### src/proc_pkg.sv
package proc_pkg;

  // instruction word layout
  localparam int IW  = 17;
  localparam int OPW = 5;
  // operand doubles as pc / memory address width
  localparam int AW  = IW - OPW;

  // opcode encodings
  typedef enum logic [OPW-1:0] {
    OP_NOP  = 5'd0,
    OP_LDI  = 5'd1,
    OP_LDM  = 5'd2,
    OP_STM  = 5'd3,
    OP_MOVR = 5'd4,
    OP_MVAC = 5'd5,
    OP_ADD  = 5'd6,
    OP_SUB  = 5'd7,
    OP_AND  = 5'd8,
    OP_OR   = 5'd9,
    OP_INC  = 5'd10,
    OP_CLR  = 5'd11,
    OP_JMP  = 5'd12,
    OP_JZ   = 5'd13,
    OP_END  = 5'd14
  } opcode_e;

  // opcode in the top bits, operand below
  typedef struct packed {
    opcode_e         opcode;
    logic [AW-1:0]   operand;
  } instr_t;

  // general register select, from operand[2:0]
  typedef enum logic [2:0] {
    SEL_R  = 3'd0,
    SEL_R1 = 3'd1,
    SEL_R2 = 3'd2,
    SEL_R3 = 3'd3,
    SEL_R4 = 3'd4
  } reg_sel_e;

  typedef enum logic [2:0] {
    ALU_PASS = 3'd0,
    ALU_ADD  = 3'd1,
    ALU_SUB  = 3'd2,
    ALU_AND  = 3'd3,
    ALU_OR   = 3'd4,
    ALU_INC  = 3'd5
  } alu_op_e;

  typedef enum logic [2:0] {
    BUS_REG  = 3'd0,
    BUS_AC   = 3'd1,
    BUS_ALU  = 3'd2,
    BUS_DMEM = 3'd3,
    BUS_IMM  = 3'd4,
    BUS_PC   = 3'd5
  } bus_src_e;

  // one control word per cycle, read by every datapath block
  typedef struct packed {
    alu_op_e  alu_op;
    bus_src_e bus_src;
    reg_sel_e reg_sel;
    logic     ac_we;
    logic     reg_we;
    logic     pc_we;
    logic     pc_inc;
    logic     ir_we;
    logic     ac_clr;
  } ctrl_t;

  // idle word: alu passes ac, nothing written
  localparam ctrl_t CTRL_IDLE = '{
    alu_op:  ALU_PASS,
    bus_src: BUS_AC,
    reg_sel: SEL_R,
    default: 1'b0
  };

endpackage

### src/alu.sv
`timescale 1ns/1ps

module alu #(
  parameter int DW = 12
) (
  // a is ac, b is the selected register
  input  logic [DW-1:0]     a,
  input  logic [DW-1:0]     b,
  input  proc_pkg::alu_op_e op,
  output logic [DW-1:0]     result,
  output logic              zero
);

  // all ops wrap modulo 2^DW
  always_comb begin
    case (op)
      proc_pkg::ALU_ADD: begin
        result = a + b;
      end
      proc_pkg::ALU_SUB: begin
        // two's complement, borrow dropped
        result = a - b;
      end
      proc_pkg::ALU_AND: begin
        result = a & b;
      end
      proc_pkg::ALU_OR: begin
        result = a | b;
      end
      proc_pkg::ALU_INC: begin
        result = a + DW'(1);
      end
      default: begin
        // pass mode, used for the jz test on ac
        result = a;
      end
    endcase
  end

  assign zero = (result == '0);

endmodule

### config.mk
export PLATFORM = sky130hd
export DESIGN_NAME = alu
export DESIGN_NICKNAME = d
export VERILOG_FILES = /design/src/proc_pkg.sv /design/src/alu.sv
export SDC_FILE = /design/constraint.sdc
export NUM_CORES = 1
export LEC_CHECK = 0
export ABC_AREA = 1
export BUFFER_PORTS_ARGS = -buffer_cell sky130_fd_sc_hd__buf_2
export CAP_MARGIN = 40
export CORE_MARGIN = 1.5
export CORE_UTILIZATION = 56
export DETAILED_ROUTE_END_ITERATION = 16
export PLACE_DENSITY = 0.95
export SETUP_SLACK_MARGIN = 0.05
export SYNTH_ARGS = -nofsm -noshare
export SYNTH_HDL_FRONTEND = slang
export SYNTH_SLANG_ARGS = --single-unit
### constraint.sdc
create_clock -name vclk -period 3.6
set_input_delay 0.36 -clock vclk [all_inputs]
set_output_delay 0.36 -clock vclk [all_outputs]
set_load 0.03 [all_outputs]
==> flow_summary.toml <==
[setup_path]
arrival_ps = 3190
cp_slowest_cell = "ha_1"
cp.buffers_inverters = 6
start_kind = "input port"
crit_type = "in -> out"
crit_path_max_fanout = 4
path_cells = "buf_6 > inv_4 > ha_4 > inv_4 > nor3_4 > inv_2 > nor3_4 > a21oi_2 > o21ai_1 > a21oi_1 > ha_1 > inv_1 > o21bai_2 > nor2_1 > nand3_1 > nand2_1 > nand3_1 > nand2_1 > nand2_1 > nand4_1 > nor2_2 > buf_6"
crit_cells = 22
cpPeakStageDelay_ps = 360
critical_path.most_common_cell = "nand2_1"
cp-end-kind = "output port"
worst_ep_required_time_ps = 3240
cp_top_family = "simple AND/OR/NAND/NOR gates"

[floorplanning]
placementRows = 18
die_area_um2 = 2900
die_w_um = 53.8
core_area_um2 = 2450
start_util_pct = 58.9
pin_count = 40
die_h_um = 53.8

[sta]
hold_violations = 0
finalSetupTns_ps = 0
rsz0062_at_grt = "true"
worst_slew_pin_slew_ps = 442
finalMaxSlewViolations = 0
post-route-period-util_pct = 98.5
min_period_ps = 3550
hold_ws_ps = 1160
fmax_mhz = 282
setup-violations-final = 0
slew_headroom_pct = 70.5

[synthesis]
synth_xor_area_share_pct = 0.606
yosysWarnings = 0
muxShareOfSynthArea_pct = 0
postSynthCellCount = 291
yosys.area_share.simple_pct = 54.8
synthAdderAreaFrac_pct = 12.6
ys_types = 26
synth_area_leaders = "nand2_1 21%, inv_1 13%, ha_1 11%"
syn_area_um2 = 1450
syn_avg_cell_area_um2 = 4.97
synth_top_area_share_pct = 21.0
synth_compound_area_share_pct = 16.9
yosysMostFrequentCell = "nand2_1"
ys_seq_area_share_pct = 0
synth.net_count = 332
synth_top_family_by_area = "simple AND/OR/NAND/NOR gates"
netlist_top_cells_count = "81 x nand2_1, 51 x inv_1, 32 x nor2_1, 29 x nand3_1, 21 x a21oi_1"
synth_area_leader_cell = "nand2_1"

[placement]
place_congestion = 0.996
hpwl_um = 3580
port_buffers = 40
placed_cells = 362

[cells_and_area]
drive_above_1_share_pct = 27.2
antenna_cells = 0
syn_to_final_growth_pct = 30.1
instances_no_fill = 365
nNetsFinal = 378
numSequentialCells = 0
n_clock_buffer = 0
seq_area_um2 = 0
fin_util_pct = 76.7

[routing]
ant_nets = 0
wirelength_um = 5120
drcViolationCount = 0
drt-pass1-iter-count = 5
wl_per_cell_um = 14.0
avgViaCountPerCell = 5.87
dr_wl_met3_um = 539
wl_met1_um = 2000
drtIter0Drc = 177
num_vias = 2141
wl_met2_um = 2470
highest-signal-layer = "met4"

[global_routing]
grt_pass1_wl_um = 6930
grt_overflow_total = 0
grt_max_degree = 16
grt_use_total_pct = 31.4
grt_pass1_vias = 1721
grt_antenna_before_repair = 0

[power_and_ir_drop]
irDropWorstVdd_mv = 0.123
p_leak_nw = 1.07
p_total_mw = 0.375
p_per_area_nw_per_um2 = 199

[hold_path]
holdPathStages = 4
hp-class = "in -> out"

[job]
timing.max_cap.violations = 0

[run_status]
status = "complete, no violations"
[cells in the final DEF (no fill, tap or decap), types with 2 or more instances in the layout]
| master | count |
|---|---|
| nor2_4 | 2 |
| nor3_4 | 3 |
| nor2_2 | 6 |
| nor3_1 | 9 |
| ha_1 | 12 |
| nor2_1 | 28 |
| a21oi_2 | 5 |
| inv_4 | 4 |
| buf_4 | 5 |
| buf_6 | 2 |
| o21ai_0 | 17 |
| nand2_2 | 3 |
| nand3b_1 | 4 |
| nand4_1 | 6 |
| buf_2 | 37 |
| a21oi_1 | 16 |
| nand3_1 | 25 |
| nand3_2 | 5 |
| nand2_1 | 79 |
| inv_2 | 8 |
| nand2_4 | 3 |
| inv_1 | 42 |
[cell type report]
type,instances,area (µm²)
Multi-Input combinational cell,235,1360
Timing Repair Buffer,45,260
Inverter,55,221
Tap cell,30,37.5
Fill cell,187,573
[per-layer routing]
| metal | GRT usage, % | vias to the layer above |
|---|---|---|
| met5 | 0 | - |
| met4 | 7.26 | 0 |
| met3 | 2.78 | 22 |
| met2 | 56.7 | 140 |
| met1 | 39.7 | 936 |
| li1 | - | 1043 |
[tightest hold or removal path, cell delays in order]
cell and delay, ps:
buf_2 100, a21oi_1 70, nand2_1 70, buf_2 200
[through the flow]
stage	cell area, µm²	worst slack [ps]
after floorplan	1450	67.2
after global placement	1690	-35.0
after detailed placement	1690	-96.7
after CTS	1700	72.0
after global routing	1880	-111
final	1880	54.7
[logic make-up after synthesis]
group / count (synthesis)
compound gates: 46
fa+ha+maj: 14
simple gates: 174
xor+xnor: 1
buf+inv: 56
[report_power, final]
| group | leakage (nW) | total (mW) | internal, mW | switching [mW] |
|---|---|---|---|---|
| Sequential | 0 | 0 | 0 | 0 |
| Combinational | 1.07 | 0.375 | 0.126 | 0.249 |
| Clock | 0 | 0 | 0 | 0 |
| Total | 1.07 | 0.375 | 0.126 | 0.249 |
[repair_timing]
item	4_1_cts	5_1_grt
setup endpoints to repair	2	6
resized for setup	3	47
gates cloned	0	0
hold buffers	0	0
buffers inserted	0	3
pin swaps	0	18
[final timing paths]
| kind | start | end | slack, ps |
|---|---|---|---|
| max | b[0] | zero | 50 |
| min | a[4] | result[4] | 1160 |
Note: power is estimated with default switching activity, not from simulation.
