## config.mk

```make
export PLATFORM = sky130hd
export DESIGN_NAME = bus_writeback
export DESIGN_NICKNAME = d
export VERILOG_FILES = /design/src/proc_pkg.sv /design/src/bus_writeback.sv
export SDC_FILE = /design/constraint.sdc
export NUM_CORES = 1
export LEC_CHECK = 0
export ABC_AREA = 1
export BUFFER_PORTS_ARGS = -buffer_cell sky130_fd_sc_hd__buf_2
export CAP_MARGIN = 20
export CELL_PAD_IN_SITES_DETAIL_PLACEMENT = 0
export CELL_PAD_IN_SITES_GLOBAL_PLACEMENT = 1
export CORE_ASPECT_RATIO = 1.25
export CORE_MARGIN = 8
export CORE_UTILIZATION = 23
export DETAILED_ROUTE_END_ITERATION = 10
export PLACE_DENSITY_LB_ADDON = 0.25
export SLEW_MARGIN = 20
export SYNTH_ARGS = -nofsm -noshare
export SYNTH_HDL_FRONTEND = slang
export SYNTH_SLANG_ARGS = --single-unit
```

## constraint.sdc

```tcl
create_clock -name vclk -period 4
set_input_delay 1.2 -clock vclk [all_inputs]
set_output_delay 1.2 -clock vclk [all_outputs]
set_load 0.005 [all_outputs]
```

## src/proc_pkg.sv

```systemverilog
package proc_pkg;

  // instruction word layout
  localparam int IW  = 17;
  localparam int OPW = 5;
  // operand doubles as pc / memory address width
  localparam int AW  = IW - OPW;

  // opcode encodings
  typedef enum logic [OPW-1:0] {
    OP_NOP  = 5'd0,
    OP_LDI  = 5'd1,
    OP_LDM  = 5'd2,
    OP_STM  = 5'd3,
    OP_MOVR = 5'd4,
    OP_MVAC = 5'd5,
    OP_ADD  = 5'd6,
    OP_SUB  = 5'd7,
    OP_AND  = 5'd8,
    OP_OR   = 5'd9,
    OP_INC  = 5'd10,
    OP_CLR  = 5'd11,
    OP_JMP  = 5'd12,
    OP_JZ   = 5'd13,
    OP_END  = 5'd14
  } opcode_e;

  // opcode in the top bits, operand below
  typedef struct packed {
    opcode_e         opcode;
    logic [AW-1:0]   operand;
  } instr_t;

  // general register select, from operand[2:0]
  typedef enum logic [2:0] {
    SEL_R  = 3'd0,
    SEL_R1 = 3'd1,
    SEL_R2 = 3'd2,
    SEL_R3 = 3'd3,
    SEL_R4 = 3'd4
  } reg_sel_e;

  typedef enum logic [2:0] {
    ALU_PASS = 3'd0,
    ALU_ADD  = 3'd1,
    ALU_SUB  = 3'd2,
    ALU_AND  = 3'd3,
    ALU_OR   = 3'd4,
    ALU_INC  = 3'd5
  } alu_op_e;

  typedef enum logic [2:0] {
    BUS_REG  = 3'd0,
    BUS_AC   = 3'd1,
    BUS_ALU  = 3'd2,
    BUS_DMEM = 3'd3,
    BUS_IMM  = 3'd4,
    BUS_PC   = 3'd5
  } bus_src_e;

  // one control word per cycle, read by every datapath block
  typedef struct packed {
    alu_op_e  alu_op;
    bus_src_e bus_src;
    reg_sel_e reg_sel;
    logic     ac_we;
    logic     reg_we;
    logic     pc_we;
    logic     pc_inc;
    logic     ir_we;
    logic     ac_clr;
  } ctrl_t;

  // idle word: alu passes ac, nothing written
  localparam ctrl_t CTRL_IDLE = '{
    alu_op:  ALU_PASS,
    bus_src: BUS_AC,
    reg_sel: SEL_R,
    default: 1'b0
  };

endpackage

```

## src/bus_writeback.sv

```systemverilog
`timescale 1ns/1ps

module bus_writeback #(
  parameter int DW = 12
) (
  input  proc_pkg::ctrl_t          ctrl,
  input  logic [DW-1:0]            sel_reg,
  input  logic [DW-1:0]            ac,
  input  logic [DW-1:0]            alu_result,
  input  logic [DW-1:0]            dm_rdata,
  input  proc_pkg::instr_t         ir,
  input  logic [proc_pkg::AW-1:0]  pc,
  output logic [DW-1:0]            bus,
  output logic [DW-1:0]            ac_next
);

  // shared bus source select
  always_comb begin
    case (ctrl.bus_src)
      proc_pkg::BUS_REG:  bus = sel_reg;
      proc_pkg::BUS_AC:   bus = ac;
      proc_pkg::BUS_ALU:  bus = alu_result;
      proc_pkg::BUS_DMEM: bus = dm_rdata;
      // operand zero-extended, also the jump target
      proc_pkg::BUS_IMM:  bus = DW'(ir.operand);
      proc_pkg::BUS_PC:   bus = DW'(pc);
      default:            bus = ac;
    endcase
  end

  // arithmetic results go to ac direct, loads and moves via the bus
  always_comb begin
    if (ctrl.alu_op != proc_pkg::ALU_PASS) begin
      ac_next = alu_result;
    end else begin
      ac_next = bus;
    end
  end

endmodule

```

==> results.md, run 1 <==
- Outcome: finished, final reports clean
- Drt drc: 0
- Min-Delay Path Class: in -> out
- Resized cells post-CTS: 0
- Post-Syn Area per Cell: 5.66 um^2
- GRT overflow: 0
- Fin. max-slew vios: 0
- DIE HEIGHT: 91.6 um
- Core Rows: 27
- Initial Utilization: 24.0%
- Antenna diodes: 0
- Seq. cell area: 0 um^2
- CP startpoint kind: primary input
- Ys Warns: 0
- Seq cells: 0
- Detailed Place HPWL: 4.14 mm
- Syn_nets: 278
- Vias in the first global route: 1,617
- Worst Path Arrival: 2.50 ns
- Tightest Pin Transition: 0.363 ns
- Initial drt markers: 79
- Multi-input gate area: 882 um^2
- Die ar.: 7010 um^2
- Syn-to-layout area delta: 44.4%
- Leakage: 0.907 nW
- Largest net degree at the start of global routing: 27
- Max Clk Rate: 270 MHz
- RSZ-0062 raised after global routing: no
- Fin util: 34.6%
- DIE WIDTH: 76.5 um
- Library cells used by synthesis: 17
- GP Congestion: 0.775
- CTS Hold Buffers Added: 0
- Max VDD drop: 0.0428 mV
- Core ar.: 4390 um^2
- Global-route wire length before repair: 7.79 mm
- Worst Setup Path Type: in -> out
- Slew headroom: 75.8%
- Critical path's slowest cell: nor2_8
- Sequential area share after synthesis: 0%
- Routed WL: 4.76 mm
- Pre-Repair DR Iteration Count: 4
- Worst EP required: 2.80 ns
- Tmin final: 3.70 ns
- Vias after detailed routing: 1,543
- NumNets Final: 366
- Routed len/inst: 14.4 um
- # IOs: 116
- Post-CTS setup buffers: 0
- Vias per cell: 4.68
- Final hold vios: 0
- Crit path max fanout: 15
- Period utilisation layout: 92.4%
- PD cells: 107 nW/um^2
- Max incr delay on CP: 0.30 ns
- Layout cells sized above 1: 48.9%
- Initial antenna violation count: 0
- Most Frequent Cell on Critical Path: nand2_1
- WHS: 2.68 ns
- All-layer global routing usage: 12.7%
- Worst-path cell chain: buf_2 > nor2_8 > nand2_4 > inv_2 > nand2_1 > nand3_1 > nand2_1 > nand2_1 > buf_2
- # port buffers: 102
- Syn Std Cell Area: 1050 um^2
- Fillers: 556
- Max Cap Viol: 0
- Worst Hold Depth: 4
- Clkbuf count: 0
- Setup violators final: 0
- Critical Path End Type: primary output
- Antenna-violating nets left: 0
- Post-Syn Instances: 186
- Setup tns final: 0 ns
==> power by group <==
group          total (mW)  internal (mW)  switching [mW]
registers               0              0               0
logic               0.162         0.0720          0.0900
clock network           0              0               0
total               0.162         0.0720          0.0900
==> logic make-up after synthesis <==
logic type / after synthesis / share of synthesized area [%]
AND/OR/NAND/NOR: 161 / 83.8
buffers and inverters: 25 / 16.2
==> path summary, 6_finish.rpt <==
| path | start | end |
|---|---|---|
| worst max-delay path | ctrl[10] | ac_next[5] |
| worst min-delay path | alu_result[4] | ac_next[4] |
==> cells in the mapped netlist <==
cell,n,area (um^2)
nand2_1,72,270
nor2_2,1,6.26
buf_6,6,67.6
buf_4,4,30.0
nand2_4,1,11.3
nand4_1,48,300
nand3_2,19,190
clkbuf_1,1,3.75
nand2_2,2,12.5
nor2_1,11,41.3
buf_2,9,45.0
nor3_1,1,5.00
nand3_1,5,25.0
inv_1,2,7.51
inv_2,1,3.75
nor2_8,1,20.0
inv_4,2,12.5
==> placed cells by master, fill, tap and decap left out <==
cell type / n
nand2_4: 1
nor2_8: 1
inv_2: 1
nand3_1: 5
buf_4: 4
nand2_1: 72
nor3_1: 1
nor2_1: 11
inv_4: 2
nor2_2: 1
buf_2: 102
nand4_1: 48
nand3_2: 19
inv_1: 2
nand2_2: 2
==> critical path, delay by kind of cell <==
family | cells | cell delay [ns]
AND/OR/NAND/NOR | 6 | 0.74
buffers and inverters | 3 | 0.53
==> metrics by stage <==
| step | power (mW) | setup WS [ns] | instance area [um^2] | cells |
|---|---|---|---|---|
| finish | 0.162 | 0.302 | 1520 | 330 |
| global route | 0.183 | 0.126 | 1520 | 330 |
| floorplan | 0.0915 | 0.817 | 1050 | 186 |
| detailed placement | 0.164 | 0.269 | 1520 | 330 |
| CTS | 0.164 | 0.266 | 1520 | 330 |
| global placement | 0.164 | 0.270 | 1520 | 330 |
==> cell type report <==
cell class	count	share of cell area, %
inverter	5	1.57
multi-input combinational	161	58.1
tap	58	4.78
timing repair buffer	106	35.6
==> metal layers <==
metal / GRT usage, % / vias up / wire (um)
met4: 0 / 0 / 0
met1: 16.2 / 657 / 2190
met3: 2.15 / 0 / 263
li1: - / 830 / -
met2: 22.8 / 56 / 2300
met5: 0 / - / 0
Note: power is estimated with default switching activity, not from simulation.
==> run 2, diff against run 1 <==
Settings changed: CELL_PAD_IN_SITES_DETAIL_PLACEMENT 0 to not set, CELL_PAD_IN_SITES_GLOBAL_PLACEMENT 1 to not set, CORE_UTILIZATION 23 to 33.
Clock period 4 ns to 3.35 ns, I/O delays scaled along.
==> results.md, run 2 (synthesis results as in run 1) <==
- NumNets Final: 368
- Most Frequent Cell on Critical Path: nand2_1
- Met3 Use GR: 4.36%
- Crit path buffers/inverters: 3
- Max Clk Rate: 317 MHz
- # IOs: 116
- Seq cells: 0
- Most frequent cells in the layout: 102 x buf_2, 72 x nand2_1, 48 x nand4_1
- Setup violators final: 0
- Worst Setup Path Type: in -> out
- Tightest Pin Transition: 0.349 ns
- Seq. cell area: 0 um^2
- All-layer global routing usage: 15.0%
- Vias after detailed routing: 1,531
- # port buffers: 102
- Crit-path leading delay family: buffers and inverters
- Hold worst-path end: ac_next[5]
- Die ar.: 5260 um^2
- Worst EP required: 2.34 ns
- Post-CTS setup buffers: 0
- Core ar.: 3140 um^2
- Clkbuf count: 0
- Combinational fraction of design power: 100.0%
- Tmin final: 3.15 ns
- RSZ-0062 raised after global routing: no
- Net switching power: 105 uW
- Placed Cells: 311
- Max Cap Viol: 0
- Finished Cell Area: 1520 um^2
- Largest net degree at the start of global routing: 27
- Initial antenna violation count: 0
- Antenna-violating nets left: 0
- Switch share: 54.1%
- CP startpoint kind: primary input
- Resized cells post-CTS: 0
- Sequential Power Share: 0%
- Worst Hold Depth: 4
- Drt drc: 0
- Vias per cell: 4.92
- Min-Delay Path Class: in -> out
- Detailed Place HPWL: 3.65 mm
- PD cells: 127 nW/um^2
- DIE HEIGHT: 79.1 um
- Global-route wire length before repair: 6.71 mm
- GP Congestion: 0.794
- Critical Path End Type: primary output
- Max incr delay on CP: 0.23 ns
- Syn-to-layout area delta: 44.5%
- Initial drt markers: 55
- CTS Hold Buffers Added: 0
- Worst-path cell chain: buf_2 > inv_1 > nand4_1 > nand2_1 > nor2_1 > nand3_2 > nand2_1 > nand2_1 > buf_2
- Fin. max-slew vios: 0
- Gr busiest metal: met2
- Pre-Repair DR Iteration Count: 4
- Initial Utilization: 33.5%
- Outcome: finished, final reports clean
- GR Util met1: 19.0%
- Max VDD drop: 0.0563 mV
- Final hold vios: 0
- GRT overflow: 0
- GR Util met2: 24.9%
- Worst hold start: alu_result[5]
- Part of the power in the clock network: 0%
- DIE WIDTH: 66.5 um
- Critical path's slowest cell: buf_2
- Final Non-Filler Cells: 311
- Commonest non-fill, non-tap cell in the layout: buf_2
- Antenna diodes: 0
- Worst Path Arrival: 2.15 ns
- Int Pwr: 89.0 uW
- Leakage: 0.920 nW
- Setup tns final: 0 ns
- Layout cells sized above 1: 49.3%
- Routed len/inst: 13.7 um
- Crit path max fanout: 12
- Period utilisation layout: 94.1%
- Post-DP Area: 1520 um^2
- Core Rows: 23
- Slew headroom: 76.7%
- Vias in the first global route: 1,456
- Routed WL: 4.27 mm
-- run 2: area by class of cell --
class,count,area (um^2)
fillers,377,1620
inverters,5,23.8
repair buffers,108,568
well taps,37,46.3
multi-input cells,161,882
-- run 2: how the worst max path moves through the flow --
stage,from,to,slack (ns),depth (start not counted)
global route,ctrl[9],ac_next[11],0.04,9
finish,ctrl[9],ac_next[7],0.20,9
floorplan,ctrl[11],ac_next[9],0.56,8
global placement,ctrl[9],ac_next[7],0.22,9
CTS,ctrl[9],ac_next[2],0.21,9
detailed placement,ctrl[9],ac_next[2],0.22,9
-- run 2: power groups by stage --
stage / registers, mW / logic, mW / clock network (mW)
2_1_floorplan: 0 / 0.109 / 0
3_3_place_gp: 0 / 0.194 / 0
3_5_place_dp: 0 / 0.195 / 0
4_1_cts: 0 / 0.196 / 0
5_1_grt: 0 / 0.216 / 0
6_report: 0 / 0.194 / 0
-- run 2: per-stage QoR --
stage	util, %	hold slack (ns)	total power, mW	setup WS [ns]
floorplan	-	2.11	0.109	0.557
global placement	48.5	2.30	0.194	0.218
detailed placement	48.5	2.30	0.195	0.216
CTS	48.5	2.30	0.196	0.211
global route	48.5	2.31	0.216	0.0422
finish	48.5	2.29	0.194	0.198
-- run 2: per-layer routing --
layer / up-vias / share of wire (%)
met5: - / 0
met3: 6 / 10
met1: 627 / 43
met4: 0 / 1.4
li1: 837 / -
met2: 61 / 45
