<file path="src/proc_pkg.sv">
package proc_pkg;

  // instruction word layout
  localparam int IW  = 17;
  localparam int OPW = 5;
  // operand doubles as pc / memory address width
  localparam int AW  = IW - OPW;

  // opcode encodings
  typedef enum logic [OPW-1:0] {
    OP_NOP  = 5'd0,
    OP_LDI  = 5'd1,
    OP_LDM  = 5'd2,
    OP_STM  = 5'd3,
    OP_MOVR = 5'd4,
    OP_MVAC = 5'd5,
    OP_ADD  = 5'd6,
    OP_SUB  = 5'd7,
    OP_AND  = 5'd8,
    OP_OR   = 5'd9,
    OP_INC  = 5'd10,
    OP_CLR  = 5'd11,
    OP_JMP  = 5'd12,
    OP_JZ   = 5'd13,
    OP_END  = 5'd14
  } opcode_e;

  // opcode in the top bits, operand below
  typedef struct packed {
    opcode_e         opcode;
    logic [AW-1:0]   operand;
  } instr_t;

  // general register select, from operand[2:0]
  typedef enum logic [2:0] {
    SEL_R  = 3'd0,
    SEL_R1 = 3'd1,
    SEL_R2 = 3'd2,
    SEL_R3 = 3'd3,
    SEL_R4 = 3'd4
  } reg_sel_e;

  typedef enum logic [2:0] {
    ALU_PASS = 3'd0,
    ALU_ADD  = 3'd1,
    ALU_SUB  = 3'd2,
    ALU_AND  = 3'd3,
    ALU_OR   = 3'd4,
    ALU_INC  = 3'd5
  } alu_op_e;

  typedef enum logic [2:0] {
    BUS_REG  = 3'd0,
    BUS_AC   = 3'd1,
    BUS_ALU  = 3'd2,
    BUS_DMEM = 3'd3,
    BUS_IMM  = 3'd4,
    BUS_PC   = 3'd5
  } bus_src_e;

  // one control word per cycle, read by every datapath block
  typedef struct packed {
    alu_op_e  alu_op;
    bus_src_e bus_src;
    reg_sel_e reg_sel;
    logic     ac_we;
    logic     reg_we;
    logic     pc_we;
    logic     pc_inc;
    logic     ir_we;
    logic     ac_clr;
  } ctrl_t;

  // idle word: alu passes ac, nothing written
  localparam ctrl_t CTRL_IDLE = '{
    alu_op:  ALU_PASS,
    bus_src: BUS_AC,
    reg_sel: SEL_R,
    default: 1'b0
  };

endpackage

</file>
<file path="src/control_unit.sv">
`timescale 1ns/1ps

module control_unit (
  input  logic              clk,
  input  logic              rst_n,
  input  proc_pkg::instr_t  ir,
  input  logic              ac_zero,
  output proc_pkg::ctrl_t   ctrl,
  output logic              dm_we,
  output logic              halted
);

  typedef enum logic [1:0] {
    S_FETCH = 2'd0,
    S_EXEC  = 2'd1,
    S_MEM   = 2'd2,
    S_HALT  = 2'd3
  } state_e;

  state_e state;
  state_e state_next;

  always_ff @(posedge clk) begin
    if (!rst_n) begin
      state <= S_FETCH;
    end else begin
      state <= state_next;
    end
  end

  // decode and next state
  always_comb begin
    ctrl       = proc_pkg::CTRL_IDLE;
    state_next = state;
    dm_we      = 1'b0;
    case (state)
      S_FETCH: begin
        // pc is on im_addr, word returns next cycle
        state_next = S_EXEC;
      end
      S_EXEC: begin
        ctrl.ir_we   = 1'b1;
        // every exec steps pc unless a jump is taken
        ctrl.pc_inc  = 1'b1;
        ctrl.reg_sel = proc_pkg::reg_sel_e'(ir.operand[2:0]);
        state_next   = S_FETCH;
        case (ir.opcode)
          proc_pkg::OP_LDI: begin
            ctrl.bus_src = proc_pkg::BUS_IMM;
            ctrl.ac_we   = 1'b1;
          end
          proc_pkg::OP_LDM: begin
            // dm_addr is up now, data lands in mem
            state_next = S_MEM;
          end
          proc_pkg::OP_STM: begin
            ctrl.bus_src = proc_pkg::BUS_AC;
            dm_we        = 1'b1;
          end
          proc_pkg::OP_MOVR: begin
            ctrl.bus_src = proc_pkg::BUS_AC;
            ctrl.reg_we  = 1'b1;
          end
          proc_pkg::OP_MVAC: begin
            ctrl.bus_src = proc_pkg::BUS_REG;
            ctrl.ac_we   = 1'b1;
          end
          proc_pkg::OP_ADD: begin
            ctrl.alu_op  = proc_pkg::ALU_ADD;
            ctrl.bus_src = proc_pkg::BUS_ALU;
            ctrl.ac_we   = 1'b1;
          end
          proc_pkg::OP_SUB: begin
            ctrl.alu_op  = proc_pkg::ALU_SUB;
            ctrl.bus_src = proc_pkg::BUS_ALU;
            ctrl.ac_we   = 1'b1;
          end
          proc_pkg::OP_AND: begin
            ctrl.alu_op  = proc_pkg::ALU_AND;
            ctrl.bus_src = proc_pkg::BUS_ALU;
            ctrl.ac_we   = 1'b1;
          end
          proc_pkg::OP_OR: begin
            ctrl.alu_op  = proc_pkg::ALU_OR;
            ctrl.bus_src = proc_pkg::BUS_ALU;
            ctrl.ac_we   = 1'b1;
          end
          proc_pkg::OP_INC: begin
            ctrl.alu_op  = proc_pkg::ALU_INC;
            ctrl.bus_src = proc_pkg::BUS_ALU;
            ctrl.ac_we   = 1'b1;
          end
          proc_pkg::OP_CLR: begin
            ctrl.ac_clr = 1'b1;
          end
          proc_pkg::OP_JMP: begin
            ctrl.bus_src = proc_pkg::BUS_IMM;
            ctrl.pc_inc  = 1'b0;
            ctrl.pc_we   = 1'b1;
          end
          proc_pkg::OP_JZ: begin
            // alu stays in pass, so ac_zero reflects ac
            ctrl.bus_src = proc_pkg::BUS_IMM;
            if (ac_zero) begin
              ctrl.pc_inc = 1'b0;
              ctrl.pc_we  = 1'b1;
            end
          end
          proc_pkg::OP_END: begin
            // pc still steps past end, then freezes
            state_next = S_HALT;
          end
          // nop and undefined opcodes
          default: ;
        endcase
      end
      S_MEM: begin
        // ir still holds the ldm, dm_rdata valid now
        ctrl.bus_src = proc_pkg::BUS_DMEM;
        ctrl.ac_we   = 1'b1;
        state_next   = S_FETCH;
      end
      default: begin
        // halt until reset
        state_next = S_HALT;
      end
    endcase
  end

  assign halted = (state == S_HALT);

endmodule

</file>
<file path="config.mk">
export PLATFORM = sky130hd
export DESIGN_NAME = control_unit
export DESIGN_NICKNAME = d
export VERILOG_FILES = /design/src/proc_pkg.sv /design/src/control_unit.sv
export SDC_FILE = /design/constraint.sdc
export NUM_CORES = 1
export LEC_CHECK = 0
export BUFFER_PORTS_ARGS = -buffer_cell sky130_fd_sc_hd__buf_2
export CORE_AREA = 2 2 39 41
export CTS_CLUSTER_SIZE = 24
export DETAILED_ROUTE_END_ITERATION = 10
export DIE_AREA = 0 0 41 43
export GPL_ROUTABILITY_DRIVEN = 0
export GPL_TIMING_DRIVEN = 0
export PLACE_DENSITY_LB_ADDON = 0.3
export SLEW_MARGIN = 20
export SYNTH_ARGS = -nofsm -noshare
export SYNTH_HDL_FRONTEND = slang
export SYNTH_SLANG_ARGS = --single-unit
</file>
<file path="constraint.sdc">
create_clock -name clk -period 1.8 [get_ports clk]
set_clock_uncertainty 0.1 [all_clocks]
set_input_delay 0.18 -clock clk [delete_from_list [all_inputs] [get_ports clk]]
set_output_delay 0.18 -clock clk [all_outputs]
set_load 0.05 [all_outputs]
</file>
==> results.rst <==
.. list-table::
   :header-rows: 1

   * - Metric
     - Value
   * - Outcome
     - finished with violations
   * - Violations in the final reports
     - setup timing
   * - Global route overflow
     - 0
   * - Maximum number of pins on one net before global-route repair
     - 11
   * - Hpwl dp
     - 861 um
   * - Flip-flop count of the largest register after layout
     - 2
   * - Post-Place Setup Slack
     - 0.00857 ns
   * - Number of global-route vias before repair
     - 462
   * - Average footprint of a synthesized cell
     - 7.86 um2
   * - Full die area
     - 1760 um2
   * - Violation count after the first detailed-route iteration
     - 4
   * - Part of the cycle the worst path needs
     - 1.00
   * - Number of antenna violations at the first check in global routing
     - 0
   * - Number of H-tree levels
     - 1
   * - Insertion delay to the later sink of the worst-skew pair
     - 0.22 ns
   * - Peak VDD IR
     - 0.318 mV
   * - Number of antenna cells inserted
     - 0
   * - First-pass GRT wire length
     - 1.83 mm
   * - Number of synthesized register bits
     - 2
   * - Number of detailed-route iterations in the first pass
     - 4
   * - Kind of end point of the critical path
     - output pin
   * - Area inside the core boundary
     - 1380 um2
   * - Number of buffers added to fix hold violations after cts
     - 0
   * - Worst Setup Slack, final
     - -0.00640 ns
   * - Post-synth top area cell
     - sky130_fd_sc_hd__ha_1
   * - Num CTS Buffers
     - 3
   * - Number of pins exceeding their max-slew limit in the final report
     - 0
   * - Width of the die
     - 41 um
   * - Unrepaired setup endpoints after global routing
     - true
   * - Cell area power density
     - 411 nW/um2
   * - Total via count after detailed routing
     - 490
   * - Required arrival time at the worst endpoint
     - 1.52 ns
   * - CP max FO
     - 3
   * - Cell chain of the critical path
     - inv_4, ha_4, nand3b_1, o31ai_4, buf_6
   * - Top area cells in the synthesized netlist
     - sky130_fd_sc_hd__ha_1, sky130_fd_sc_hd__dfxtp_1, sky130_fd_sc_hd__a2111oi_4, sky130_fd_sc_hd__and2_1, sky130_fd_sc_hd__nand2b_1
   * - Registers with the highest flip-flop counts
     - state x2
   * - Relative area change from synthesis to final layout
     - 78.1%
   * - Antenna-violating nets left
     - 0
   * - WS Path Type
     - reg2out
   * - Nets@finish
     - 110
   * - Clk sinks
     - 2
   * - Number of flops mapped to enable cells by yosys
     - 0
   * - Fraction of layout instances using a drive strength above 1
     - 0.607
   * - IO Count
     - 37
   * - Final setup violation count
     - 1
   * - Maximum clock path buffer count
     - 2
   * - Kind of launch point of the worst setup path
     - flip-flop
   * - Yosys cell types
     - 29
   * - Average via count per standard cell
     - 4.90
   * - Prevailing post-synth register cell
     - sky130_fd_sc_hd__dfxtp_1
   * - DR WL/cell
     - 11.6 um
   * - Starting density of the core
     - 0.318
   * - Number of standard-cell rows in the floorplan
     - 14
   * - Worst-Margin Slew
     - 0.376 ns
   * - Total of warnings raised by yosys
     - 0
   * - Clock tree from TritonCTS
     - built
   * - Slowest Stage Delay on Critical Path
     - 0.37 ns
   * - Relative slew slack
     - 0.748
   * - Ys async rst share
     - 0
   * - Largest Register
     - state
   * - Kind of path behind the tightest hold check
     - in2reg
   * - Final core utilization
     - 0.567
   * - Tot GR Track Use
     - 0.145
   * - Total detailed-routing wirelength
     - 1.16 mm
   * - Vert. Die Dim
     - 43 um
   * - Clk pin slew, worst setup/hold paths
     - 0.03 ns
   * - Leak
     - 0.334 nW
   * - Most common library cells after synthesis
     - sky130_fd_sc_hd__and2_1, sky130_fd_sc_hd__ha_1, sky130_fd_sc_hd__inv_1, sky130_fd_sc_hd__nand2_1, sky130_fd_sc_hd__nand2b_1
   * - Root Buffer
     - sky130_fd_sc_hd__clkbuf_4
   * - Buffers added on ports
     - 23
   * - Shortest period the worst path allows
     - 1.81 ns
   * - Synthesized area
     - 440 um2
   * - MaxCap Viol Count
     - 0
   * - Fill cell total of the finished layout
     - 130
   * - Data arrival time at the worst-slack endpoint
     - 1.53 ns
   * - Post-synth top area share
     - 0.114
   * - Synth Instances
     - 56
   * - DRC viols
     - 0
   * - Post-Synthesis Net Count
     - 80
   * - Sequential area share after synthesis
     - 0.0909
   * - Maximum clock frequency
     - 554 MHz
   * - Number of hold-slack violations in the final timing report
     - 0
   * - Cell at the slowest stage of the critical path
     - sky130_fd_sc_hd__dfxtp_4
## power breakdown
group	total, W	switching [W]	internal [W]
clock network	0.000100	0.0000268	0.0000737
registers	0.0000503	0.00000359	0.0000467
logic	0.000172	0.000115	0.0000569
## final timing paths
path	startpoint	end	slack [ns]	depth (start not counted)
hold reg to reg	state[1]$_SDFF_PN0_	state[0]$_SDFF_PN0_	0.58	3
setup / recovery	state[0]$_SDFF_PN0_	ctrl[5]	-0.006	5
setup reg to reg	state[1]$_SDFF_PN0_	state[0]$_SDFF_PN0_	0.42	6
hold / removal	rst_n	state[1]$_SDFF_PN0_	0.08	2
## worst max-delay path: cells and delay by family, from the launching register on
kind	cells	cell delay, ns
AND/OR/NAND/NOR	1	0.20
flip-flops	1	0.37
adder cells (fa/ha/maj)	1	0.26
buffers and inverters	2	0.23
AO/OA/AOI/OAI	1	0.24
## cell usage in the layout (no fill, tap or decap), types with 2 or more instances in the layout
cell type and n:
sky130_fd_sc_hd__buf_2 17, sky130_fd_sc_hd__buf_4 7, sky130_fd_sc_hd__buf_6 6, sky130_fd_sc_hd__nand2_1 4, sky130_fd_sc_hd__and2_1 4, sky130_fd_sc_hd__nand2b_1 4
sky130_fd_sc_hd__clkbuf_4 3, sky130_fd_sc_hd__inv_4 2, sky130_fd_sc_hd__nand3b_1 2, sky130_fd_sc_hd__nor2b_1 2, sky130_fd_sc_hd__nand4b_1 2, sky130_fd_sc_hd__inv_1 2
sky130_fd_sc_hd__nor3_4 2, sky130_fd_sc_hd__a211oi_4 2, sky130_fd_sc_hd__nor4_4 2, sky130_fd_sc_hd__ha_4 2, sky130_fd_sc_hd__ha_1 2
## final cells by class
class                           instances  area [um2]  area share
Tap cell                               16        20.0      0.0255
Multi-Input combinational cell         45         472       0.601
Timing Repair Buffer                   25         169       0.215
Buffer                                  5        36.3      0.0463
Inverter                                4        20.0      0.0255
Sequential cell                         2        45.0      0.0574
Clock buffer                            3        22.5      0.0287
## layer usage
metal,GRT usage,up-vias,part of all wire
met5,0,-,0
met4,0.0600,0,0
met3,0,0,0.065
met2,0.238,15,0.51
met1,0.190,220,0.42
li1,-,255,-
## per-stage QoR
step,setup TNS [ns],cell area (um2),cells,hold slack [ns],power [W]
floorplan,-0.0439,552,56,0.198,0.000184
global placement,0,687,95,0.297,0.000212
detailed placement,0,687,95,0.306,0.000213
CTS,-0.0656,757,99,0.0781,0.000322
global route,-0.149,785,100,0.0863,0.000342
finish,-0.00640,785,100,0.0799,0.000323
## what timing repair did
action / 4_1_cts / 5_1_grt
endpoints found under the setup margin: 4 / 8
gates resized for setup: 12 / 11
gates cloned: 0 / 0
buffers inserted: 1 / 1
pin swaps: 3 / 4
## kinds of logic after synthesis
kind of cell,synth area share
AND/OR/NAND/NOR,0.415
AO/OA/AOI/OAI,0.244
buffers and inverters,0.116
adder cells (fa/ha/maj),0.114
flip-flops,0.0909
XOR/XNOR,0.0199
Power figures use the tool's default switching activity.
