File: src/proc_pkg.sv
package proc_pkg;

  // instruction word layout
  localparam int IW  = 17;
  localparam int OPW = 5;
  // operand doubles as pc / memory address width
  localparam int AW  = IW - OPW;

  // opcode encodings
  typedef enum logic [OPW-1:0] {
    OP_NOP  = 5'd0,
    OP_LDI  = 5'd1,
    OP_LDM  = 5'd2,
    OP_STM  = 5'd3,
    OP_MOVR = 5'd4,
    OP_MVAC = 5'd5,
    OP_ADD  = 5'd6,
    OP_SUB  = 5'd7,
    OP_AND  = 5'd8,
    OP_OR   = 5'd9,
    OP_INC  = 5'd10,
    OP_CLR  = 5'd11,
    OP_JMP  = 5'd12,
    OP_JZ   = 5'd13,
    OP_END  = 5'd14
  } opcode_e;

  // opcode in the top bits, operand below
  typedef struct packed {
    opcode_e         opcode;
    logic [AW-1:0]   operand;
  } instr_t;

  // general register select, from operand[2:0]
  typedef enum logic [2:0] {
    SEL_R  = 3'd0,
    SEL_R1 = 3'd1,
    SEL_R2 = 3'd2,
    SEL_R3 = 3'd3,
    SEL_R4 = 3'd4
  } reg_sel_e;

  typedef enum logic [2:0] {
    ALU_PASS = 3'd0,
    ALU_ADD  = 3'd1,
    ALU_SUB  = 3'd2,
    ALU_AND  = 3'd3,
    ALU_OR   = 3'd4,
    ALU_INC  = 3'd5
  } alu_op_e;

  typedef enum logic [2:0] {
    BUS_REG  = 3'd0,
    BUS_AC   = 3'd1,
    BUS_ALU  = 3'd2,
    BUS_DMEM = 3'd3,
    BUS_IMM  = 3'd4,
    BUS_PC   = 3'd5
  } bus_src_e;

  // one control word per cycle, read by every datapath block
  typedef struct packed {
    alu_op_e  alu_op;
    bus_src_e bus_src;
    reg_sel_e reg_sel;
    logic     ac_we;
    logic     reg_we;
    logic     pc_we;
    logic     pc_inc;
    logic     ir_we;
    logic     ac_clr;
  } ctrl_t;

  // idle word: alu passes ac, nothing written
  localparam ctrl_t CTRL_IDLE = '{
    alu_op:  ALU_PASS,
    bus_src: BUS_AC,
    reg_sel: SEL_R,
    default: 1'b0
  };

endpackage

File: src/reg_bank.sv
`timescale 1ns/1ps

module reg_bank #(
  parameter int DW = 12
) (
  input  logic                     clk,
  input  logic                     rst_n,
  input  proc_pkg::ctrl_t          ctrl,
  input  logic [DW-1:0]            bus,
  input  logic [DW-1:0]            ac_next,
  input  proc_pkg::instr_t         im_data,
  output logic [DW-1:0]            ac,
  output logic [DW-1:0]            sel_reg,
  output logic [proc_pkg::AW-1:0]  pc,
  output proc_pkg::instr_t         ir
);

  // general registers
  logic [DW-1:0] r_q;
  logic [DW-1:0] r1_q;
  logic [DW-1:0] r2_q;
  logic [DW-1:0] r3_q;
  logic [DW-1:0] r4_q;
  // held instruction, valid from the end of exec
  proc_pkg::instr_t ir_q;

  // accumulator, clear wins over load
  always_ff @(posedge clk) begin
    if (!rst_n) begin
      ac <= '0;
    end else if (ctrl.ac_clr) begin
      ac <= '0;
    end else if (ctrl.ac_we) begin
      ac <= ac_next;
    end
  end

  // register file written from the bus
  always_ff @(posedge clk) begin
    if (!rst_n) begin
      r_q  <= '0;
      r1_q <= '0;
      r2_q <= '0;
      r3_q <= '0;
      r4_q <= '0;
    end else if (ctrl.reg_we) begin
      case (ctrl.reg_sel)
        proc_pkg::SEL_R:  r_q  <= bus;
        proc_pkg::SEL_R1: r1_q <= bus;
        proc_pkg::SEL_R2: r2_q <= bus;
        proc_pkg::SEL_R3: r3_q <= bus;
        proc_pkg::SEL_R4: r4_q <= bus;
        // selects 5..7 write nothing
        default: ;
      endcase
    end
  end

  // pc: jump target comes over the bus low bits
  always_ff @(posedge clk) begin
    if (!rst_n) begin
      pc <= '0;
    end else if (ctrl.pc_we) begin
      pc <= bus[proc_pkg::AW-1:0];
    end else if (ctrl.pc_inc) begin
      pc <= pc + proc_pkg::AW'(1);
    end
  end

  always_ff @(posedge clk) begin
    if (ctrl.ir_we) begin
      ir_q <= im_data;
    end
  end

  // fetched word passed straight through during exec so decode is same-cycle
  assign ir = ctrl.ir_we ? im_data : ir_q;

  // read port for alu operand b and the bus
  always_comb begin
    case (ctrl.reg_sel)
      proc_pkg::SEL_R1: sel_reg = r1_q;
      proc_pkg::SEL_R2: sel_reg = r2_q;
      proc_pkg::SEL_R3: sel_reg = r3_q;
      proc_pkg::SEL_R4: sel_reg = r4_q;
      default:          sel_reg = r_q;
    endcase
  end

endmodule

File: config.mk
export PLATFORM = sky130hd
export DESIGN_NAME = reg_bank
export DESIGN_NICKNAME = d
export VERILOG_FILES = /design/src/proc_pkg.sv /design/src/reg_bank.sv
export SDC_FILE = /design/constraint.sdc
export NUM_CORES = 1
export LEC_CHECK = 0
export ABC_AREA = 1
export BUFFER_PORTS_ARGS = -buffer_cell sky130_fd_sc_hd__buf_2
export CAP_MARGIN = 20
export CORE_MARGIN = 2
export CORE_UTILIZATION = 37
export DETAILED_ROUTE_END_ITERATION = 10
export MAX_ROUTING_LAYER = met4
export PLACE_DENSITY = 0.71
export RECOVER_POWER = 50
export SYNTH_ARGS = -nofsm -noshare
export SYNTH_HDL_FRONTEND = slang
export SYNTH_SLANG_ARGS = --single-unit
export TNS_END_PERCENT = 10
File: constraint.sdc
create_clock -name clk -period 1.65 [get_ports clk]
set_input_delay 0.165 -clock clk [delete_from_list [all_inputs] [get_ports clk]]
set_output_delay 0.165 -clock clk [all_outputs]
set_load 0.01 [all_outputs]
==> results of run 1 <==
metrics by stage:
step                      std cells  area (um^2)  setup slack, ns  hold slack (ns)  total power [mW]
after CTS                       789         5140           0.0127           0.0516              5.38
after global placement          773         4840           0.0492            0.409              3.25
after floorplan                 544         4170            0.342            0.304              3.01
after detailed placement        773         4840           0.0194            0.410              3.27
after global routing            789         5110           0.0356           0.0536              5.55
final                           789         5110            0.163           0.0605              5.32
per-layer routing:
layer	GRT usage	part of all wire	vias to the layer above
met4	0.0768	0.015	0
met2	0.287	0.49	95
met1	0.235	0.45	1810
li1	-	-	1978
met3	0.0241	0.048	12
met5	-	0	-
worst max path at each step:
| stage | startpoint | end | slack (ns) | cells past startpoint |
|---|---|---|---|---|
| floorplan | pc[0] | pc[6] | 0.34 | 6 |
| global placement | ctrl[7] | sel_reg[10] | 0.05 | 8 |
| detailed placement | ctrl[7] | sel_reg[10] | 0.02 | 8 |
| CTS | ctrl[7] | sel_reg[9] | 0.01 | 8 |
| global route | ctrl[7] | sel_reg[5] | 0.04 | 8 |
| finish | ctrl[7] | sel_reg[10] | 0.16 | 8 |
cells by family (layout without fill, tap and decap cells):
| family | Yosys count | in the layout | share of synthesized area |
|---|---|---|---|
| and+or+nand+nor | 204 | 204 | 0.206 |
| xor gates and xnor gates | 4 | 4 | 0.00841 |
| AOI/OAI and AO/OA | 132 | 132 | 0.168 |
| DFF | 101 | 101 | 0.485 |
| adders and majority gates | 1 | 1 | 0.00300 |
| muxes | 17 | 17 | 0.0459 |
| buffers and inverters | 85 | 190 | 0.0829 |
registers in the layout, summed over array words and instances (netlist names):
name / flops
r1_q: 12
r2_q: 12
pc: 12
r3_q: 12
r_q: 12
r4_q: 12
ac: 12
ir_q: 17
placed cells by master (no fill, tap or decap), drive strengths merged:
| master | netlist | routed |
|---|---|---|
| o21ai | 62 | 62 |
| dfxtp | 101 | 101 |
| nand2 | 93 | 93 |
| nand3 | 17 | 17 |
| nor2 | 77 | 77 |
| xnor2 | 1 | 1 |
| nor3 | 3 | 3 |
| a22oi | 7 | 7 |
| bufinv | 0 | 1 |
| clkbuf | 13 | 33 |
| a21oi | 48 | 48 |
| o221ai | 1 | 1 |
| a21o | 1 | 1 |
| a31oi | 1 | 1 |
| ha | 1 | 1 |
| o22ai | 12 | 12 |
| clkinvlp | 0 | 2 |
| nand4 | 13 | 13 |
| xor2 | 3 | 3 |
| buf | 15 | 97 |
| inv | 55 | 55 |
| mux2 | 17 | 17 |
| clkinv | 2 | 2 |
| or2 | 1 | 1 |
report_power, final:
group          switching, mW  internal, mW
clock                  0.891          1.22
sequential            0.0599          2.56
combinational          0.346         0.243
total                   1.30          4.02
layout make-up:
class	instances	area, um^2	share of cell area
Sequential cell	101	2020	0.396
Multi-Input combinational cell	358	1810	0.353
Timing Repair Buffer	117	599	0.117
Clock buffer	13	250	0.0490
Inverter	57	214	0.0419
Tap cell	140	175	0.0343
Clock inverter	3	45.0	0.00881
critical path: stages:
cell      delay [ns]
clkbuf_1        0.12
nor2_1          0.09
nand2_2         0.07
inv_1           0.07
nor3_4          0.43
nand2_1         0.10
nand4_1         0.13
buf_2           0.15
Yosys cell counts (2+ instances only):
cell type and number:
nand2_1 90, buf_4 3, nor3_2 2, nor2_1 75, o21ai_1 8, a21oi_1 48
xor2_1 3, nor2_2 2, mux2_2 17, nand2_2 3, clkbuf_1 12, o21ai_0 54
nand3_1 17, inv_1 50, nand4_1 13, dfxtp_1 101, o22ai_1 12, inv_2 5
buf_2 11, a22oi_1 7, clkinv_1 2
==> key figures, run 1 <==
CTS
  – Setup Fix Bufs, Post-CTS: 0
  – CTS buffer count: 9
  – # hold bufs at CTS: 0
  – Post-cts resize count: 0
  – Root Buffer: clkbuf_16
  – Clock transition at path regs: 0.07 ns
  – H-tree Lvls: 3
  – Clock buffer depth: 2
  – Clock sink total: 101
  – Clk_lat worst skew: 0.34 ns
  – CTS tree: yes

Synth
  – Synthesis warning total: 0
  – Synth Net Count: 603
  – Mapped cell area: 4170 um^2
  – Top cells by area, synth: dfxtp_1, nand2_1, nor2_1
  – Synth Flop Type: dfxtp_1
  – Sequential element share of the synthesized area: 0.485
  – Async set-reset flop share out of synthesis: 0
  – Synth Register Bits: 101
  – Synthesized area per cell: 7.66 um^2
  – Post-synth EDFFs: 0
  – Post-synth cell types: 30
  – Syn Inst Count: 544
  – Leading area contributor after synthesis: dfxtp_1
  – Synth top area share: 0.485

Layout
  – Diodes inserted: 0
  – Final core occ: 0.467
  – Layout area overhead: 22.7%
  – Fin nets: 703
  – Layout cells sized above 1: 0.216
  – Fillers: 1138

Flow run
  – Max-Cap Viols: 0

STA
  – Hold Vio Cnt, Final: 0
  – RSZ-0062 raised after global routing: false
  – Minimum clock period: 1.49 ns
  – Final period utilization: 0.901
  – Clk_skew: 0.00396 ns
  – Final setup fails: 0
  – Slew headroom: 0.487
  – Slew Limit Fails: 0
  – FMAX: 673 MHz
  – Worst-Margin Slew: 0.768 ns
  – Total Neg Setup Slack: 0 ns

Setup path
  – Worst path required time: 1.48 ns
  – CP arrival: 1.32 ns
  – CP Capture Type: primary output
  – CP max FO: 12
  – CP startpoint kind: primary input
  – RR Endpoint: pc[10]
  – CP Class: in2out
  – Worst R2R Path Depth: 7
  – R2r startpoint: pc[0]
  – Reg2Reg Setup Slack: 0.26 ns

Floorplanning
  – Die area: 12100 um^2
  – Die Wd: 110 um
  – I/O pins: 111
  – Core Region: 10900 um^2
  – Die Y: 110 um
  – Site row count: 38
  – Initial Util: 0.381

Drt
  – Initial DRC count: 268
  – Number of vias per cell: 4.94
  – Post-DRT Antenna Nets: 0
  – Final WL: 10500 um
  – DRC errors left: 0
  – Drt wl/cell: 13.3 um
  – Drt pass-1 iters: 5
  – DR vias: 3895

Power
  – Worst vdd ir: 553 uV
  – Pleak: 2.10 nW
  – PwrDens: 1040 nW/um^2

Hold path
  – Hold_sp: im_data[4]
  – Worst Hold Path EP: ir_q[4]
  – HP Class: in2reg
  – Hold depth: 2

GRT
  – Grt ovf: 0
  – Initial antenna violation count: 0
  – Vias in the first global route: 3513
  – First-pass GRT wire length: 16600 um
  – Largest net degree at the start of global routing: 61
  – GR Util All Layers: 0.182

Place
  – Placer Congestion: 0.910
  – DP HPWL: 7790 um
  – # port buffers: 104

Run status
  – Status: complete, no violations
No activity file was read; power rests on OpenSTA's default activity.
==> run 2: changes to the inputs <==
PLACE_DENSITY = 0.73   (was 0.71)
clock period = 1.2 ns   (was 1.65 ns; I/O delays follow)
==> key figures, run 2 (same netlist as run 1, synthesis figures left out) <==
CTS
  – # hold bufs at CTS: 0
  – Clock buffer depth: 2
  – Root Buffer: clkbuf_16
  – H-tree Lvls: 3
  – Clk_lat worst skew: 0.34 ns
  – CTS buffer count: 9
  – CTS tree: yes
  – Clock sink total: 101
  – Clock transition at path regs: 0.07 ns

Floorplanning
  – Die Y: 110 um
  – Die area: 12100 um^2
  – Initial Util: 0.381
  – Core Region: 10900 um^2
  – Die Wd: 110 um
  – I/O pins: 111
  – Site row count: 38

STA
  – Hold Vio Cnt, Final: 0
  – Slew headroom: 0.728
  – RSZ-0062 raised after global routing: true
  – Slew Limit Fails: 0
  – Worst setup margin: -0.0577 ns
  – FMAX: 795 MHz
  – Final setup fails: 16
  – Minimum clock period: 1.26 ns
  – Worst-Margin Slew: 0.409 ns
  – Clk_skew: 0.00257 ns
  – Final period utilization: 1.05

Drt
  – Post-DRT Antenna Nets: 0
  – Final WL: 11500 um
  – Drt pass-1 iters: 5
  – Initial DRC count: 213
  – DR vias: 4048
  – Number of vias per cell: 4.93
  – Drt wl/cell: 14.0 um
  – DRC errors left: 0

GRT
  – Vias in the first global route: 3891
  – Largest net degree at the start of global routing: 39
  – GR Util All Layers: 0.195
  – Initial antenna violation count: 0
  – First-pass GRT wire length: 17900 um
  – Grt ovf: 0

Setup path
  – RR Endpoint: pc[6]
  – CP arrival: 1.14 ns
  – Reg2Reg Setup Slack: -0.02 ns
  – CP Capture Type: primary output
  – Worst path required time: 1.08 ns
  – Worst R2R Path Depth: 6
  – R2r startpoint: pc[0]
  – CP startpoint kind: primary input
  – CP Class: in2out
  – CP max FO: 12

Place
  – Placer Congestion: 1.01
  – # port buffers: 104
  – DP Worst Slack: -0.383 ns
  – DP HPWL: 8530 um

Layout
  – Layout area overhead: 33.1%
  – Multi-input logic area: 1910 um^2
  – Most flop-heavy register: ir_q
  – Most frequent cells in the layout: buf_2, dfxtp_1, nand2_1
  – Most common cell after layout, fill and taps aside: buf_2
  – Max FFs per register: 17
  – Fillers: 1050
  – Final core occ: 0.507
  – Layout cells sized above 1: 0.322
  – Fin nets: 736
  – Diodes inserted: 0
  – Sequential cell area: 2030 um^2

Power
  – Switching fraction of total power: 0.248
  – Reg power frac: 0.487
  – Clk pwr share: 0.382
  – Pint: 5.56 mW
  – P_sw: 1.83 mW
  – Pleak: 2.35 nW
  – PwrDens: 1330 nW/um^2
  – Logic gate share of total power: 0.131
  – Worst vdd ir: 777 uV

Hold path
  – HP Class: in2reg
  – Worst Hold Path EP: ir_q[4]
  – Hold depth: 2
  – Hold_sp: im_data[4]

Run status
  – Failing checks: negative setup slack
  – Status: complete, but fails checks

Flow run
  – Max-Cap Viols: 0
-- run 2: cell types whose count changed in the layout (fill, tap and decap cells not counted), sizes merged --
cell and delta:
clkinv +1, clkbuf -15, buf +46
-- run 2: area by class of cell --
cell class / count / area share
Sequential cell: 101 / 0.367
Multi-Input combinational cell: 358 / 0.345
Timing Repair Buffer: 150 / 0.167
Clock buffer: 11 / 0.0420
Inverter: 57 / 0.0386
Tap cell: 140 / 0.0316
Clock inverter: 4 / 0.00902
-- run 2: worst max-delay path, stage by stage --
cell      delay (ns)
buf_2           0.15
clkbuf_1        0.14
nor3_4          0.22
buf_6           0.18
nand2_1         0.09
nand4_1         0.10
buf_2           0.14
-- run 2: how the worst max path moves through the flow --
stage / end / startpoint / depth (start not counted) / slack [ns]
after global routing: sel_reg[6] / r4_q[6] / 5 / -0.12
after CTS: sel_reg[0] / r4_q[0] / 5 / -0.05
after detailed placement: sel_reg[9] / ctrl[6] / 8 / -0.38
after floorplan: pc[6] / pc[0] / 6 / 0.006
final: sel_reg[5] / ctrl[8] / 7 / -0.06
after global placement: sel_reg[5] / ctrl[6] / 8 / -0.29
-- run 2: per-layer routing --
| metal | up-vias | part of all wire | GRT usage |
|---|---|---|---|
| met1 | 1882 | 0.43 | 0.240 |
| met3 | 18 | 0.045 | 0.0241 |
| li1 | 2048 | - | - |
| met4 | 0 | 0.022 | 0.0911 |
| met2 | 100 | 0.50 | 0.319 |
| met5 | - | 0 | - |
-- run 2: power by group through the flow --
| stage | logic (mW) | registers [mW] | clock network [mW] |
|---|---|---|---|
| detailed placement | 0.904 | 3.67 | 0 |
| global placement | 0.875 | 3.66 | 0 |
| finish | 0.967 | 3.60 | 2.82 |
| CTS | 0.938 | 3.60 | 2.90 |
| global route | 1.07 | 3.62 | 3.02 |
| floorplan | 0.463 | 3.68 | 0 |
-- run 2: per-stage QoR --
stage	power (mW)	std cells	instance area (um^2)	hold WS, ns	setup TNS, ns
2_1_floorplan	4.14	544	4170	0.259	0
3_3_place_gp	4.54	802	5090	0.361	-5.58
3_5_place_dp	4.57	802	5090	0.366	-7.53
4_1_cts	7.44	821	5490	0.00717	-0.549
5_1_grt	7.70	821	5550	0.0121	-1.91
6_report	7.39	821	5550	0.0185	-0.552
-- run 2: what timing repair did --
action / in CTS / in global routing
pin swaps: 24 / 3
endpoints found under the setup margin: 15 / 28
resized for setup: 24 / 29
setup buffers: 4 / 0
